--- src/common/modem_cfg_pkg.sv ---
package modem_cfg_pkg;

    // host register words and configuration inputs
    localparam int REG_W = 32;

    typedef logic [7:0] func_code_t;

    ////////////////////////////////////////
    // mode codes
    ////////////////////////////////////////

    // zero and anything above 3 leave every lane idle
    localparam func_code_t MODE_FSK  = 8'h01;
    localparam func_code_t MODE_QPSK = 8'h02;
    localparam func_code_t MODE_BPSK = 8'h03;

    ////////////////////////////////////////
    // data source codes
    ////////////////////////////////////////

    // 1024-point snapshot while transmitting
    localparam func_code_t SRC_SNAPSHOT = 8'h00;
    // decimated full baseband stream
    localparam func_code_t SRC_STREAM   = 8'h01;

    // registered function codes
    typedef struct packed {
        func_code_t mode;
        func_code_t data_src;
        func_code_t code_type;
        func_code_t trans_type;
    } func_cfg_t;

    // one-hot modulator select, all zero when no lane is chosen
    typedef struct packed {
        logic fsk;
        logic qpsk;
        logic bpsk;
    } lane_sel_t;

endpackage

--- src/common/baseband_pkg.sv ---
package baseband_pkg;

    // one complex baseband sample
    typedef struct packed {
        logic [11:0] i;
        logic [11:0] q;
    } iq_t;

    // what a modulator hands back
    typedef struct packed {
        iq_t  iq;
        logic ready;
        logic queue_valid;
    } lane_out_t;

    // what a modulator is fed
    typedef struct packed {
        logic [7:0] data;
        logic       valid;
    } lane_in_t;

    // lane order is fsk, qpsk, bpsk
    localparam int NUM_LANES = 3;

    ////////////////////////////////////////
    // capture records and counters
    ////////////////////////////////////////

    typedef struct packed {
        logic [35:0] pad_hi;
        logic [11:0] i;
        logic [3:0]  pad_lo;
        logic [11:0] q;
    } record_t;

    typedef logic [31:0] count_t;

    // strobe period in clocks
    localparam int SAMPLE_DIV     = 32;
    localparam int SNAPSHOT_LEN   = 1024;
    localparam int STREAM_PHASE_W = 5;

endpackage

--- src/verilog/func_code_regs.sv ---
`timescale 1ns/10ps

module func_code_regs (
    input  logic                                 l_clk,
    input  logic                                 rst_n,
    input  logic [modem_cfg_pkg::REG_W-1:0]      mode_in_i,
    input  logic [modem_cfg_pkg::REG_W-1:0]      data_in_i,
    input  logic [modem_cfg_pkg::REG_W-1:0]      code_in_i,
    input  logic [modem_cfg_pkg::REG_W-1:0]      trans_in_i,
    input  logic [modem_cfg_pkg::REG_W-1:0]      capture_en_i,
    input  logic [modem_cfg_pkg::REG_W-1:0]      clear_in_i,
    output modem_cfg_pkg::func_cfg_t             cfg_o,
    output modem_cfg_pkg::lane_sel_t             lane_sel_o,
    output logic                                 mem_clear_o,
    output logic                                 lane_start_o,
    output logic [3:0][modem_cfg_pkg::REG_W-1:0] cfg_rb_o
);
    import modem_cfg_pkg::*;

    func_cfg_t  cfg_q;
    lane_sel_t  lane_sel_q;
    logic       mem_clear_q;
    logic [1:0] cap_en_q;
    logic       cap_rise;

    // function codes live in the low byte of each host word
    always_ff @(posedge l_clk or negedge rst_n) begin
        if (!rst_n) begin
            cfg_q <= '0;
        end else begin
            cfg_q.mode       <= mode_in_i[7:0];
            cfg_q.data_src   <= data_in_i[7:0];
            cfg_q.code_type  <= code_in_i[7:0];
            cfg_q.trans_type <= trans_in_i[7:0];
        end
    end

    // mode decode one more clock behind the code register
    always_ff @(posedge l_clk or negedge rst_n) begin
        if (!rst_n) begin
            lane_sel_q <= '0;
        end else begin
            lane_sel_q <= '0;
            case (cfg_q.mode)
                MODE_FSK:  lane_sel_q.fsk  <= 1'b1;
                MODE_QPSK: lane_sel_q.qpsk <= 1'b1;
                MODE_BPSK: lane_sel_q.bpsk <= 1'b1;
                default:   lane_sel_q      <= '0;
            endcase
        end
    end

    // manual clear bit and capture enable history
    always_ff @(posedge l_clk or negedge rst_n) begin
        if (!rst_n) begin
            mem_clear_q <= 1'b0;
            cap_en_q    <= 2'b00;
        end else begin
            mem_clear_q <= clear_in_i[0];
            cap_en_q    <= {cap_en_q[0], capture_en_i[0]};
        end
    end

    assign cap_rise = cap_en_q[0] & ~cap_en_q[1];

    // modulators free-run unless the stream source waits for a capture edge
    assign lane_start_o = (cfg_q.data_src == SRC_STREAM) ? cap_rise : 1'b1;

    assign cfg_o       = cfg_q;
    assign lane_sel_o  = lane_sel_q;
    assign mem_clear_o = mem_clear_q;

    assign cfg_rb_o[0] = REG_W'(cfg_q.mode);
    assign cfg_rb_o[1] = REG_W'(cfg_q.data_src);
    assign cfg_rb_o[2] = REG_W'(cfg_q.code_type);
    assign cfg_rb_o[3] = REG_W'(cfg_q.trans_type);

    // lane select is one-hot or idle
    a_lane_sel_onehot: assert property (@(posedge l_clk) disable iff (!rst_n)
        $onehot0(lane_sel_q));

endmodule

--- src/verilog/mod_lane_router.sv ---
`timescale 1ns/10ps

module mod_lane_router (
    input  logic                      l_clk,
    input  logic                      rst_n,
    input  logic                      mem_clear_i,
    input  modem_cfg_pkg::func_code_t mode_i,
    input  modem_cfg_pkg::lane_sel_t  lane_sel_i,
    input  logic [7:0]                byte_i,
    input  logic                      byte_valid_i,
    input  baseband_pkg::lane_out_t   lanes_i [baseband_pkg::NUM_LANES],
    output baseband_pkg::lane_in_t    lanes_o [baseband_pkg::NUM_LANES],
    output logic                      byte_ready_o,
    output baseband_pkg::iq_t         sel_iq_o,
    output logic                      sel_queue_valid_o
);
    import modem_cfg_pkg::*;
    import baseband_pkg::*;

    // mode code owning each lane, in lane order
    localparam func_code_t LANE_MODE [NUM_LANES] = '{MODE_FSK, MODE_QPSK, MODE_BPSK};

    logic [NUM_LANES-1:0] sel_vec;

    // index 0 is fsk
    assign sel_vec = {lane_sel_i.bpsk, lane_sel_i.qpsk, lane_sel_i.fsk};

    ////////////////////////////////////////
    // byte stream steering
    ////////////////////////////////////////

    always_comb begin
        byte_ready_o = 1'b0;
        for (int k = 0; k < NUM_LANES; k++) begin
            lanes_o[k].data  = sel_vec[k] ? byte_i : 8'h00;
            lanes_o[k].valid = sel_vec[k] & byte_valid_i;
            byte_ready_o     = byte_ready_o | (sel_vec[k] & lanes_i[k].ready);
        end
    end

    ////////////////////////////////////////
    // selected lane samples for capture
    ////////////////////////////////////////

    always_ff @(posedge l_clk or negedge rst_n) begin
        if (!rst_n) begin
            sel_iq_o          <= '0;
            sel_queue_valid_o <= 1'b0;
        end else if (mem_clear_i) begin
            sel_iq_o          <= '0;
            sel_queue_valid_o <= 1'b0;
        end else begin
            // unknown modes hold zero
            sel_iq_o          <= '0;
            sel_queue_valid_o <= 1'b0;
            for (int k = 0; k < NUM_LANES; k++) begin
                if (mode_i == LANE_MODE[k]) begin
                    sel_iq_o          <= lanes_i[k].iq;
                    sel_queue_valid_o <= lanes_i[k].queue_valid;
                end
            end
        end
    end

    // a lane sees valid only if the mode one clock back named it
    for (genvar k = 0; k < NUM_LANES; k++) begin : g_lane_chk
        a_idle_lane_quiet: assert property (@(posedge l_clk) disable iff (!rst_n)
            lanes_o[k].valid |-> ($past(mode_i) == LANE_MODE[k]));
    end

endmodule

--- src/capture/baseband_capture.sv ---
`timescale 1ns/10ps

module baseband_capture (
    input  logic                      l_clk,
    input  logic                      rst_n,
    input  logic                      mem_clear_i,
    input  modem_cfg_pkg::func_code_t data_src_i,
    input  logic                      capture_en_i,
    input  logic                      byte_valid_i,
    input  baseband_pkg::iq_t         sel_iq_i,
    input  logic                      sel_queue_valid_i,
    input  logic                      rec_ready_i,
    output baseband_pkg::record_t     rec_o,
    output logic                      rec_valid_o,
    output logic                      snap_hit_o,
    output logic                      stream_hit_o
);
    import modem_cfg_pkg::*;
    import baseband_pkg::*;

    localparam int DIV_W  = $clog2(SAMPLE_DIV);
    localparam int SNAP_W = $clog2(SNAPSHOT_LEN) + 1;

    logic [DIV_W-1:0]          samp_phase;
    logic                      strobe;
    logic                      snap_arm;
    logic [SNAP_W-1:0]         snap_cnt;
    record_t                   snap_rec;
    logic                      snap_valid;
    logic                      stream_arm;
    logic [STREAM_PHASE_W-1:0] stream_phase;
    record_t                   stream_rec;
    logic                      stream_valid;
    record_t                   out_rec;
    logic                      out_valid;

    // i and q into their record slots, padding zero
    function automatic record_t pack_iq(iq_t s);
        record_t r;
        r   = '0;
        r.i = s.i;
        r.q = s.q;
        return r;
    endfunction

    ////////////////////////////////////////
    // sampling strobe
    ////////////////////////////////////////

    always_ff @(posedge l_clk or negedge rst_n) begin
        if (!rst_n) begin
            samp_phase <= '0;
            strobe     <= 1'b0;
        end else if (mem_clear_i) begin
            samp_phase <= '0;
            strobe     <= 1'b0;
        end else begin
            if (samp_phase == DIV_W'(SAMPLE_DIV - 1)) begin
                samp_phase <= '0;
            end else begin
                samp_phase <= samp_phase + 1'b1;
            end
            strobe <= (samp_phase == DIV_W'(SAMPLE_DIV - 1));
        end
    end

    ////////////////////////////////////////
    // snapshot path
    ////////////////////////////////////////

    always_ff @(posedge l_clk or negedge rst_n) begin
        if (!rst_n) begin
            snap_arm   <= 1'b0;
            snap_cnt   <= '0;
            snap_rec   <= '0;
            snap_valid <= 1'b0;
        end else if (mem_clear_i) begin
            snap_arm   <= 1'b0;
            snap_cnt   <= '0;
            snap_rec   <= '0;
            snap_valid <= 1'b0;
        end else begin
            snap_arm   <= byte_valid_i && (data_src_i == SRC_SNAPSHOT) && capture_en_i;
            snap_rec   <= '0;
            snap_valid <= 1'b0;
            if (!snap_arm) begin
                snap_cnt <= '0;
            end else if (strobe && (snap_cnt < SNAP_W'(SNAPSHOT_LEN))) begin
                // count saturates at the snapshot length
                snap_cnt   <= snap_cnt + 1'b1;
                snap_rec   <= pack_iq(sel_iq_i);
                snap_valid <= 1'b1;
            end
        end
    end

    ////////////////////////////////////////
    // stream path, one record per 32 armed clocks
    ////////////////////////////////////////

    always_ff @(posedge l_clk or negedge rst_n) begin
        if (!rst_n) begin
            stream_arm   <= 1'b0;
            stream_phase <= '0;
            stream_rec   <= '0;
            stream_valid <= 1'b0;
        end else if (mem_clear_i) begin
            stream_arm   <= 1'b0;
            stream_phase <= '0;
            stream_rec   <= '0;
            stream_valid <= 1'b0;
        end else begin
            stream_arm   <= (data_src_i == SRC_STREAM) && sel_queue_valid_i;
            stream_rec   <= '0;
            stream_valid <= 1'b0;
            if (!stream_arm) begin
                stream_phase <= '0;
            end else begin
                stream_phase <= stream_phase + 1'b1;
                if (stream_phase == '0) begin
                    stream_rec   <= pack_iq(sel_iq_i);
                    stream_valid <= 1'b1;
                end
            end
        end
    end

    // output selector
    always_ff @(posedge l_clk or negedge rst_n) begin
        if (!rst_n) begin
            out_rec   <= '0;
            out_valid <= 1'b0;
        end else if (mem_clear_i) begin
            out_rec   <= '0;
            out_valid <= 1'b0;
        end else begin
            case (data_src_i)
                SRC_SNAPSHOT: begin
                    out_rec   <= snap_rec;
                    out_valid <= snap_valid;
                end
                SRC_STREAM: begin
                    out_rec   <= stream_rec;
                    out_valid <= stream_valid;
                end
                default: begin
                    out_rec   <= '0;
                    out_valid <= 1'b0;
                end
            endcase
        end
    end

    // no back-pressure, a record shown while not ready is dropped
    assign rec_o        = out_rec;
    assign rec_valid_o  = out_valid & rec_ready_i;
    assign snap_hit_o   = snap_valid;
    assign stream_hit_o = stream_valid;

    // each snapshot hit lands inside the armed window and the length limit
    a_snap_bounded: assert property (@(posedge l_clk) disable iff (!rst_n)
        snap_valid |-> $past(snap_arm) && (snap_cnt inside {[1:SNAPSHOT_LEN]}));

endmodule

--- src/capture/capture_counters.sv ---
`timescale 1ns/10ps

module capture_counters (
    input  logic                  l_clk,
    input  logic                  rst_n,
    input  logic                  mem_clear_i,
    input  logic                  capture_en_i,
    input  logic                  byte_fire_i,
    input  logic                  snap_hit_i,
    input  logic                  stream_hit_i,
    output baseband_pkg::count_t  byte_cnt_o,
    output baseband_pkg::count_t  snap_cnt_o,
    output baseband_pkg::count_t  stream_cnt_o
);

    // bytes taken from the host file
    always_ff @(posedge l_clk or negedge rst_n) begin
        if (!rst_n) begin
            byte_cnt_o <= '0;
        end else if (mem_clear_i) begin
            byte_cnt_o <= '0;
        end else if (byte_fire_i) begin
            byte_cnt_o <= byte_cnt_o + 1'b1;
        end
    end

    ////////////////////////////////////////
    // record counters, held at zero without capture enable
    ////////////////////////////////////////

    always_ff @(posedge l_clk or negedge rst_n) begin
        if (!rst_n) begin
            snap_cnt_o   <= '0;
            stream_cnt_o <= '0;
        end else if (mem_clear_i || !capture_en_i) begin
            snap_cnt_o   <= '0;
            stream_cnt_o <= '0;
        end else begin
            if (snap_hit_i) begin
                snap_cnt_o <= snap_cnt_o + 1'b1;
            end
            if (stream_hit_i) begin
                stream_cnt_o <= stream_cnt_o + 1'b1;
            end
        end
    end

endmodule

--- src/verilog/baseband_ctrl_top.sv ---
`timescale 1ns/10ps

module baseband_ctrl_top (
    input  logic                                 l_clk,
    input  logic                                 rst_n,
    input  logic [modem_cfg_pkg::REG_W-1:0]      mode_in_i,
    input  logic [modem_cfg_pkg::REG_W-1:0]      data_in_i,
    input  logic [modem_cfg_pkg::REG_W-1:0]      code_in_i,
    input  logic [modem_cfg_pkg::REG_W-1:0]      trans_in_i,
    input  logic [modem_cfg_pkg::REG_W-1:0]      capture_en_i,
    input  logic [modem_cfg_pkg::REG_W-1:0]      clear_in_i,
    input  logic [7:0]                           byte_i,
    input  logic                                 byte_valid_i,
    output logic                                 byte_ready_o,
    input  baseband_pkg::lane_out_t              lanes_i [baseband_pkg::NUM_LANES],
    input  logic                                 rec_ready_i,
    output baseband_pkg::lane_in_t               lanes_o [baseband_pkg::NUM_LANES],
    output logic                                 lane_start_o,
    output modem_cfg_pkg::func_code_t            code_type_o,
    output logic                                 lane_clear_o,
    output logic [3:0][modem_cfg_pkg::REG_W-1:0] cfg_rb_o,
    output baseband_pkg::record_t                rec_o,
    output logic                                 rec_valid_o,
    output baseband_pkg::count_t                 byte_cnt_o,
    output baseband_pkg::count_t                 snap_cnt_o,
    output baseband_pkg::count_t                 stream_cnt_o
);
    import modem_cfg_pkg::*;
    import baseband_pkg::*;

    func_cfg_t cfg;
    lane_sel_t lane_sel;
    logic      mem_clear;
    iq_t       sel_iq;
    logic      sel_queue_valid;
    logic      byte_fire;
    logic      snap_hit;
    logic      stream_hit;

    assign byte_fire    = byte_valid_i & byte_ready_o;
    assign code_type_o  = cfg.code_type;
    assign lane_clear_o = mem_clear;

    func_code_regs u_regs (
        .l_clk        (l_clk),
        .rst_n        (rst_n),
        .mode_in_i    (mode_in_i),
        .data_in_i    (data_in_i),
        .code_in_i    (code_in_i),
        .trans_in_i   (trans_in_i),
        .capture_en_i (capture_en_i),
        .clear_in_i   (clear_in_i),
        .cfg_o        (cfg),
        .lane_sel_o   (lane_sel),
        .mem_clear_o  (mem_clear),
        .lane_start_o (lane_start_o),
        .cfg_rb_o     (cfg_rb_o)
    );

    mod_lane_router u_router (
        .l_clk             (l_clk),
        .rst_n             (rst_n),
        .mem_clear_i       (mem_clear),
        .mode_i            (cfg.mode),
        .lane_sel_i        (lane_sel),
        .byte_i            (byte_i),
        .byte_valid_i      (byte_valid_i),
        .lanes_i           (lanes_i),
        .lanes_o           (lanes_o),
        .byte_ready_o      (byte_ready_o),
        .sel_iq_o          (sel_iq),
        .sel_queue_valid_o (sel_queue_valid)
    );

    baseband_capture u_capture (
        .l_clk             (l_clk),
        .rst_n             (rst_n),
        .mem_clear_i       (mem_clear),
        .data_src_i        (cfg.data_src),
        .capture_en_i      (capture_en_i[0]),
        .byte_valid_i      (byte_valid_i),
        .sel_iq_i          (sel_iq),
        .sel_queue_valid_i (sel_queue_valid),
        .rec_ready_i       (rec_ready_i),
        .rec_o             (rec_o),
        .rec_valid_o       (rec_valid_o),
        .snap_hit_o        (snap_hit),
        .stream_hit_o      (stream_hit)
    );

    capture_counters u_counters (
        .l_clk        (l_clk),
        .rst_n        (rst_n),
        .mem_clear_i  (mem_clear),
        .capture_en_i (capture_en_i[0]),
        .byte_fire_i  (byte_fire),
        .snap_hit_i   (snap_hit),
        .stream_hit_i (stream_hit),
        .byte_cnt_o   (byte_cnt_o),
        .snap_cnt_o   (snap_cnt_o),
        .stream_cnt_o (stream_cnt_o)
    );

endmodule

--- config.mk ---
export PLATFORM = sky130hd
export DESIGN_NAME = baseband_ctrl_top
export DESIGN_NICKNAME = d
export VERILOG_FILES = /design/src/common/modem_cfg_pkg.sv /design/src/common/baseband_pkg.sv /design/src/verilog/func_code_regs.sv /design/src/verilog/mod_lane_router.sv /design/src/capture/baseband_capture.sv /design/src/capture/capture_counters.sv /design/src/verilog/baseband_ctrl_top.sv
export SDC_FILE = /design/constraint.sdc
export NUM_CORES = 1
export LEC_CHECK = 0
export BUFFER_PORTS_ARGS = -buffer_cell sky130_fd_sc_hd__clkbuf_2
export CAP_MARGIN = 20
export CORE_AREA = 3 3 233 235
export CTS_BUF_LIST = sky130_fd_sc_hd__clkbuf_16
export DETAILED_ROUTE_END_ITERATION = 10
export DIE_AREA = 0 0 236 238
export GPL_ROUTABILITY_DRIVEN = 1
export PLACE_DENSITY = 0.48
export SLEW_MARGIN = 20
export SYNTH_ARGS = -nofsm -noshare
export SYNTH_HDL_FRONTEND = slang
export SYNTH_SLANG_ARGS = --single-unit
--- constraint.sdc ---
create_clock -name l_clk -period 1.9 [get_ports l_clk]
set_clock_uncertainty 0.05 [all_clocks]
set_input_delay 0.38 -clock l_clk [delete_from_list [all_inputs] [get_ports l_clk]]
set_output_delay 0.38 -clock l_clk [all_outputs]
set_load 0.01 [all_outputs]
==> summary.md <==
| Metric | Value |
|---|---|
| Outcome | `complete, but fails checks` |
| Failing checks | `setup timing` |
| Most frequent cells in the layout | `310 x clkbuf_2, 252 x dfrtp_1, 138 x nor2_1, 136 x conb_1, 117 x buf_4` |
| Die Span Y | `238 um` |
| Final wirelength | `37.8 mm` |
| Ys Warns | `0` |
| WL per Instance | `16.3 um` |
| Via count | `9573` |
| Diodes inserted | `0` |
| Max FO, Critical Path | `2` |
| Slew Limit Fails | `0` |
| P_leak | `8.37 nW` |
| Worst-skew pair later-pin latency | `520 ps` |
| Period minus WS final | `2120 ps` |
| Core ar. | `52400 um2` |
| CTS tree | `built` |
| Final hold slack | `88.5 ps` |
| First-pass GRT wire length | `55.8 mm` |
| Fmax | `471 MHz` |
| Mapped Area | `11800 um2` |
| Share of cells above drive strength 1 | `39.2%` |
| Worst r2r src | `u_regs.cfg_o[30]` |
| Die area | `56200 um2` |
| Ys flop type | `dfrtp_1` |
| Number of DRC markers in iteration 0 | `332` |
| Root Buffer Master | `clkbuf_16` |
| Tcrit/Tclk final | `112%` |
| DR vias/cell | `4.11` |
| PnR Total Power | `12.3 mW` |
| Area growth, synth to finish | `47.3%` |
| Clk buf depth | `3` |
| Post-layout net count | `1905` |
| IO Pins | `609` |
| Initial antenna violation count | `2` |
| Relative slew slack | `61.5%` |
| Number of synthesized flops with an enable pin | `0` |
| Sequential element share of the synthesized area | `54.6%` |
| Vias in the first global route | `9679` |
| Post-synth cell types | `47` |
| Setup violators final | `37` |
| Min-delay src | `lanes_i[64]` |
| RSZ-0062 raised after global routing | `true` |
| Endpoint type of the worst setup path | `output pin` |
| Detailed Routing Iterations Pass 1 | `4` |
| Largest net degree at the start of global routing | `65` |
| Pre-CTS WS | `-743 ps` |
| Fillers | `5357` |
| VDD IR max | `0.450 mV` |
| IO buf count | `314` |
| Drt drc | `0` |
| Hold Path Class | `input port to flip-flop` |
| Arr. time, crit path | `1690 ps` |
| Pwr/cell area | `708 nW/um2` |
| CTS Sinks | `258` |
| Syn Inst Count | `1120` |
| Worst Tran Pin Value | `572 ps` |
| Die outline width | `236 um` |
| TritonCTS Buffers | `34` |
| Placer Congestion | `0.798` |
| Starting Density | `22.5%` |
| Leading cell type in the layout, fill and taps excluded | `clkbuf_2` |
| Post-route ant nets | `0` |
| Setup ws final | `-221 ps` |
| GR Util All Layers | `12.7%` |
| Post-route setup TNS | `-2710 ps` |
| Final count of hold timing violations | `0` |
| Asr flop ratio synth | `100%` |
| Rows | `84` |
| Critical Path Source | `u_regs.lane_sel_o[2]` |
| MaxCap Viol Count | `0` |
| Worst path required time | `1470 ps` |
| DP HPWL | `25.8 mm` |
| Startpoint Class | `flip-flop` |
| Total grt overflow | `0` |
| Crit path kind | `flip-flop to output pin` |
| Flops & latches, synth | `258` |
| H-tree levels | `2` |
| Clock Pin Slew Worst Setup and Hold Paths | `60 ps` |
| Synthesized area per cell | `10.6 um2` |
[routing by layer]
layer	wire length [um]	GRT usage, %	share of wire, %	vias to the layer above
met5	0	0	0	-
met4	675	3.50	1.8	0
met3	2610	3.14	6.9	48
met2	18100	21.1	48	353
met1	16400	16.6	43	4676
li1	-	-	-	4496
[synth_stat cells, types with 2 or more instances]
| cell type | instances | share of area, % |
|---|---|---|
| nand2b_1 | 5 | 0.26 |
| o31ai_1 | 2 | 0.13 |
| clkbuf_1 | 30 | 0.95 |
| nor3b_2 | 2 | 0.21 |
| and4_2 | 3 | 0.25 |
| ha_1 | 8 | 0.85 |
| nand4_1 | 38 | 2.0 |
| xor2_1 | 60 | 4.4 |
| buf_4 | 144 | 9.1 |
| inv_1 | 15 | 0.48 |
| nand2_1 | 32 | 1.0 |
| nor4_4 | 3 | 0.54 |
| and3_1 | 14 | 0.74 |
| or4_1 | 4 | 0.25 |
| o21ai_0 | 8 | 0.34 |
| xnor2_1 | 36 | 2.7 |
| and2_1 | 80 | 4.2 |
| a21oi_1 | 35 | 1.5 |
| nand3_1 | 43 | 1.8 |
| nor2b_1 | 4 | 0.21 |
| mux2i_1 | 4 | 0.34 |
| buf_6 | 2 | 0.19 |
| dfrtp_1 | 258 | 55 |
| nor2_1 | 163 | 5.2 |
| nand4_4 | 2 | 0.36 |
| nor4_1 | 40 | 2.1 |
| nor3_1 | 18 | 0.76 |
| a22o_1 | 25 | 1.9 |
| or3_1 | 8 | 0.42 |
| and4_1 | 5 | 0.37 |
| nor3b_1 | 5 | 0.32 |
| buf_2 | 9 | 0.38 |
[worst max-delay path, stage by stage, from the launching register on]
cell      delay [ps]
dfrtp_1          400
a222oi_1         440
buf_4            200
inv_2             30
buf_6            110
[path summary, 6_finish.rpt]
path / to / slack, ps / cells after the start
worst max-delay path: byte_ready_o / -220 / 4
worst min-delay path: u_router.sel_iq_o[10] / 90 / 3
min in group asynchronous: u_regs.cfg_o[6] / 320 / 2
worst max register to register: u_router.sel_iq_o[9] / -140 / 8
max in group asynchronous: u_regs.mem_clear_o / 830 / 3
worst min register to register: u_regs.cap_en_q[1] / 330 / 0
[kinds of logic (layout without fill, tap and decap cells)]
logic type	count (synthesis)	after routing	share of synthesized area, %
simple gates	476	476	21.6
flops	258	258	54.6
buf+inv	202	586	11.3
xor+xnor	96	96	7.11
compound gates	75	75	4.17
fa+ha+maj	8	8	0.847
mux	4	4	0.339
other cells	1	136	0.0317
[state kept, by name (all words and copies together), names as in the netlist, 24 cells and up]
| signal | count |
|---|---|
| u_counters.byte_cnt_o | 32 |
| u_counters.snap_cnt_o | 32 |
| u_counters.stream_cnt_o | 32 |
| u_regs.cfg_o | 32 |
| u_capture.rec_o | 24 |
| u_capture.snap_rec | 24 |
| u_capture.stream_rec | 24 |
| u_router.sel_iq_o | 24 |
[power by group]
| part | internal, mW | switching, mW | total, mW | leakage (nW) |
|---|---|---|---|---|
| registers | 5.54 | 0.0330 | 5.58 | 3.51 |
| clock network | 3.54 | 2.42 | 5.95 | 0.528 |
| logic | 0.286 | 0.513 | 0.799 | 4.33 |
[timing repair]
item,in CTS,in global routing
gates cloned,4,4
endpoints found under the hold margin,70,0
pin swaps,28,51
setup endpoints to repair,60,89
setup buffers,19,20
gates resized for setup,121,80
hold buffers,34,0
[cell type report]
type                            instances  area [um2]  area share [%]
Timing Repair Buffer                  511        3610            20.7
Sequential cell                       258        6460            37.1
Inverter                               15        56.3           0.323
Multi-Input combinational cell        795        5390            30.9
Tap cell                              688         861            4.94
Clock buffer                           34         851            4.89
Clock inverter                         26         188            1.08
[stage by stage]
| stage | cells | util [%] | cell area [um2] |
|---|---|---|---|
| 6_report | 2327 | 33.2 | 17400 |
| 5_1_grt | 2327 | 33.2 | 17400 |
| 4_1_cts | 2306 | 32.1 | 16800 |
| 3_5_place_dp | 2193 | 27.8 | 14600 |
| 3_3_place_gp | 2193 | 27.8 | 14600 |
| 2_1_floorplan | 1255 | - | 12300 |
Power figures use the tool's default switching activity.
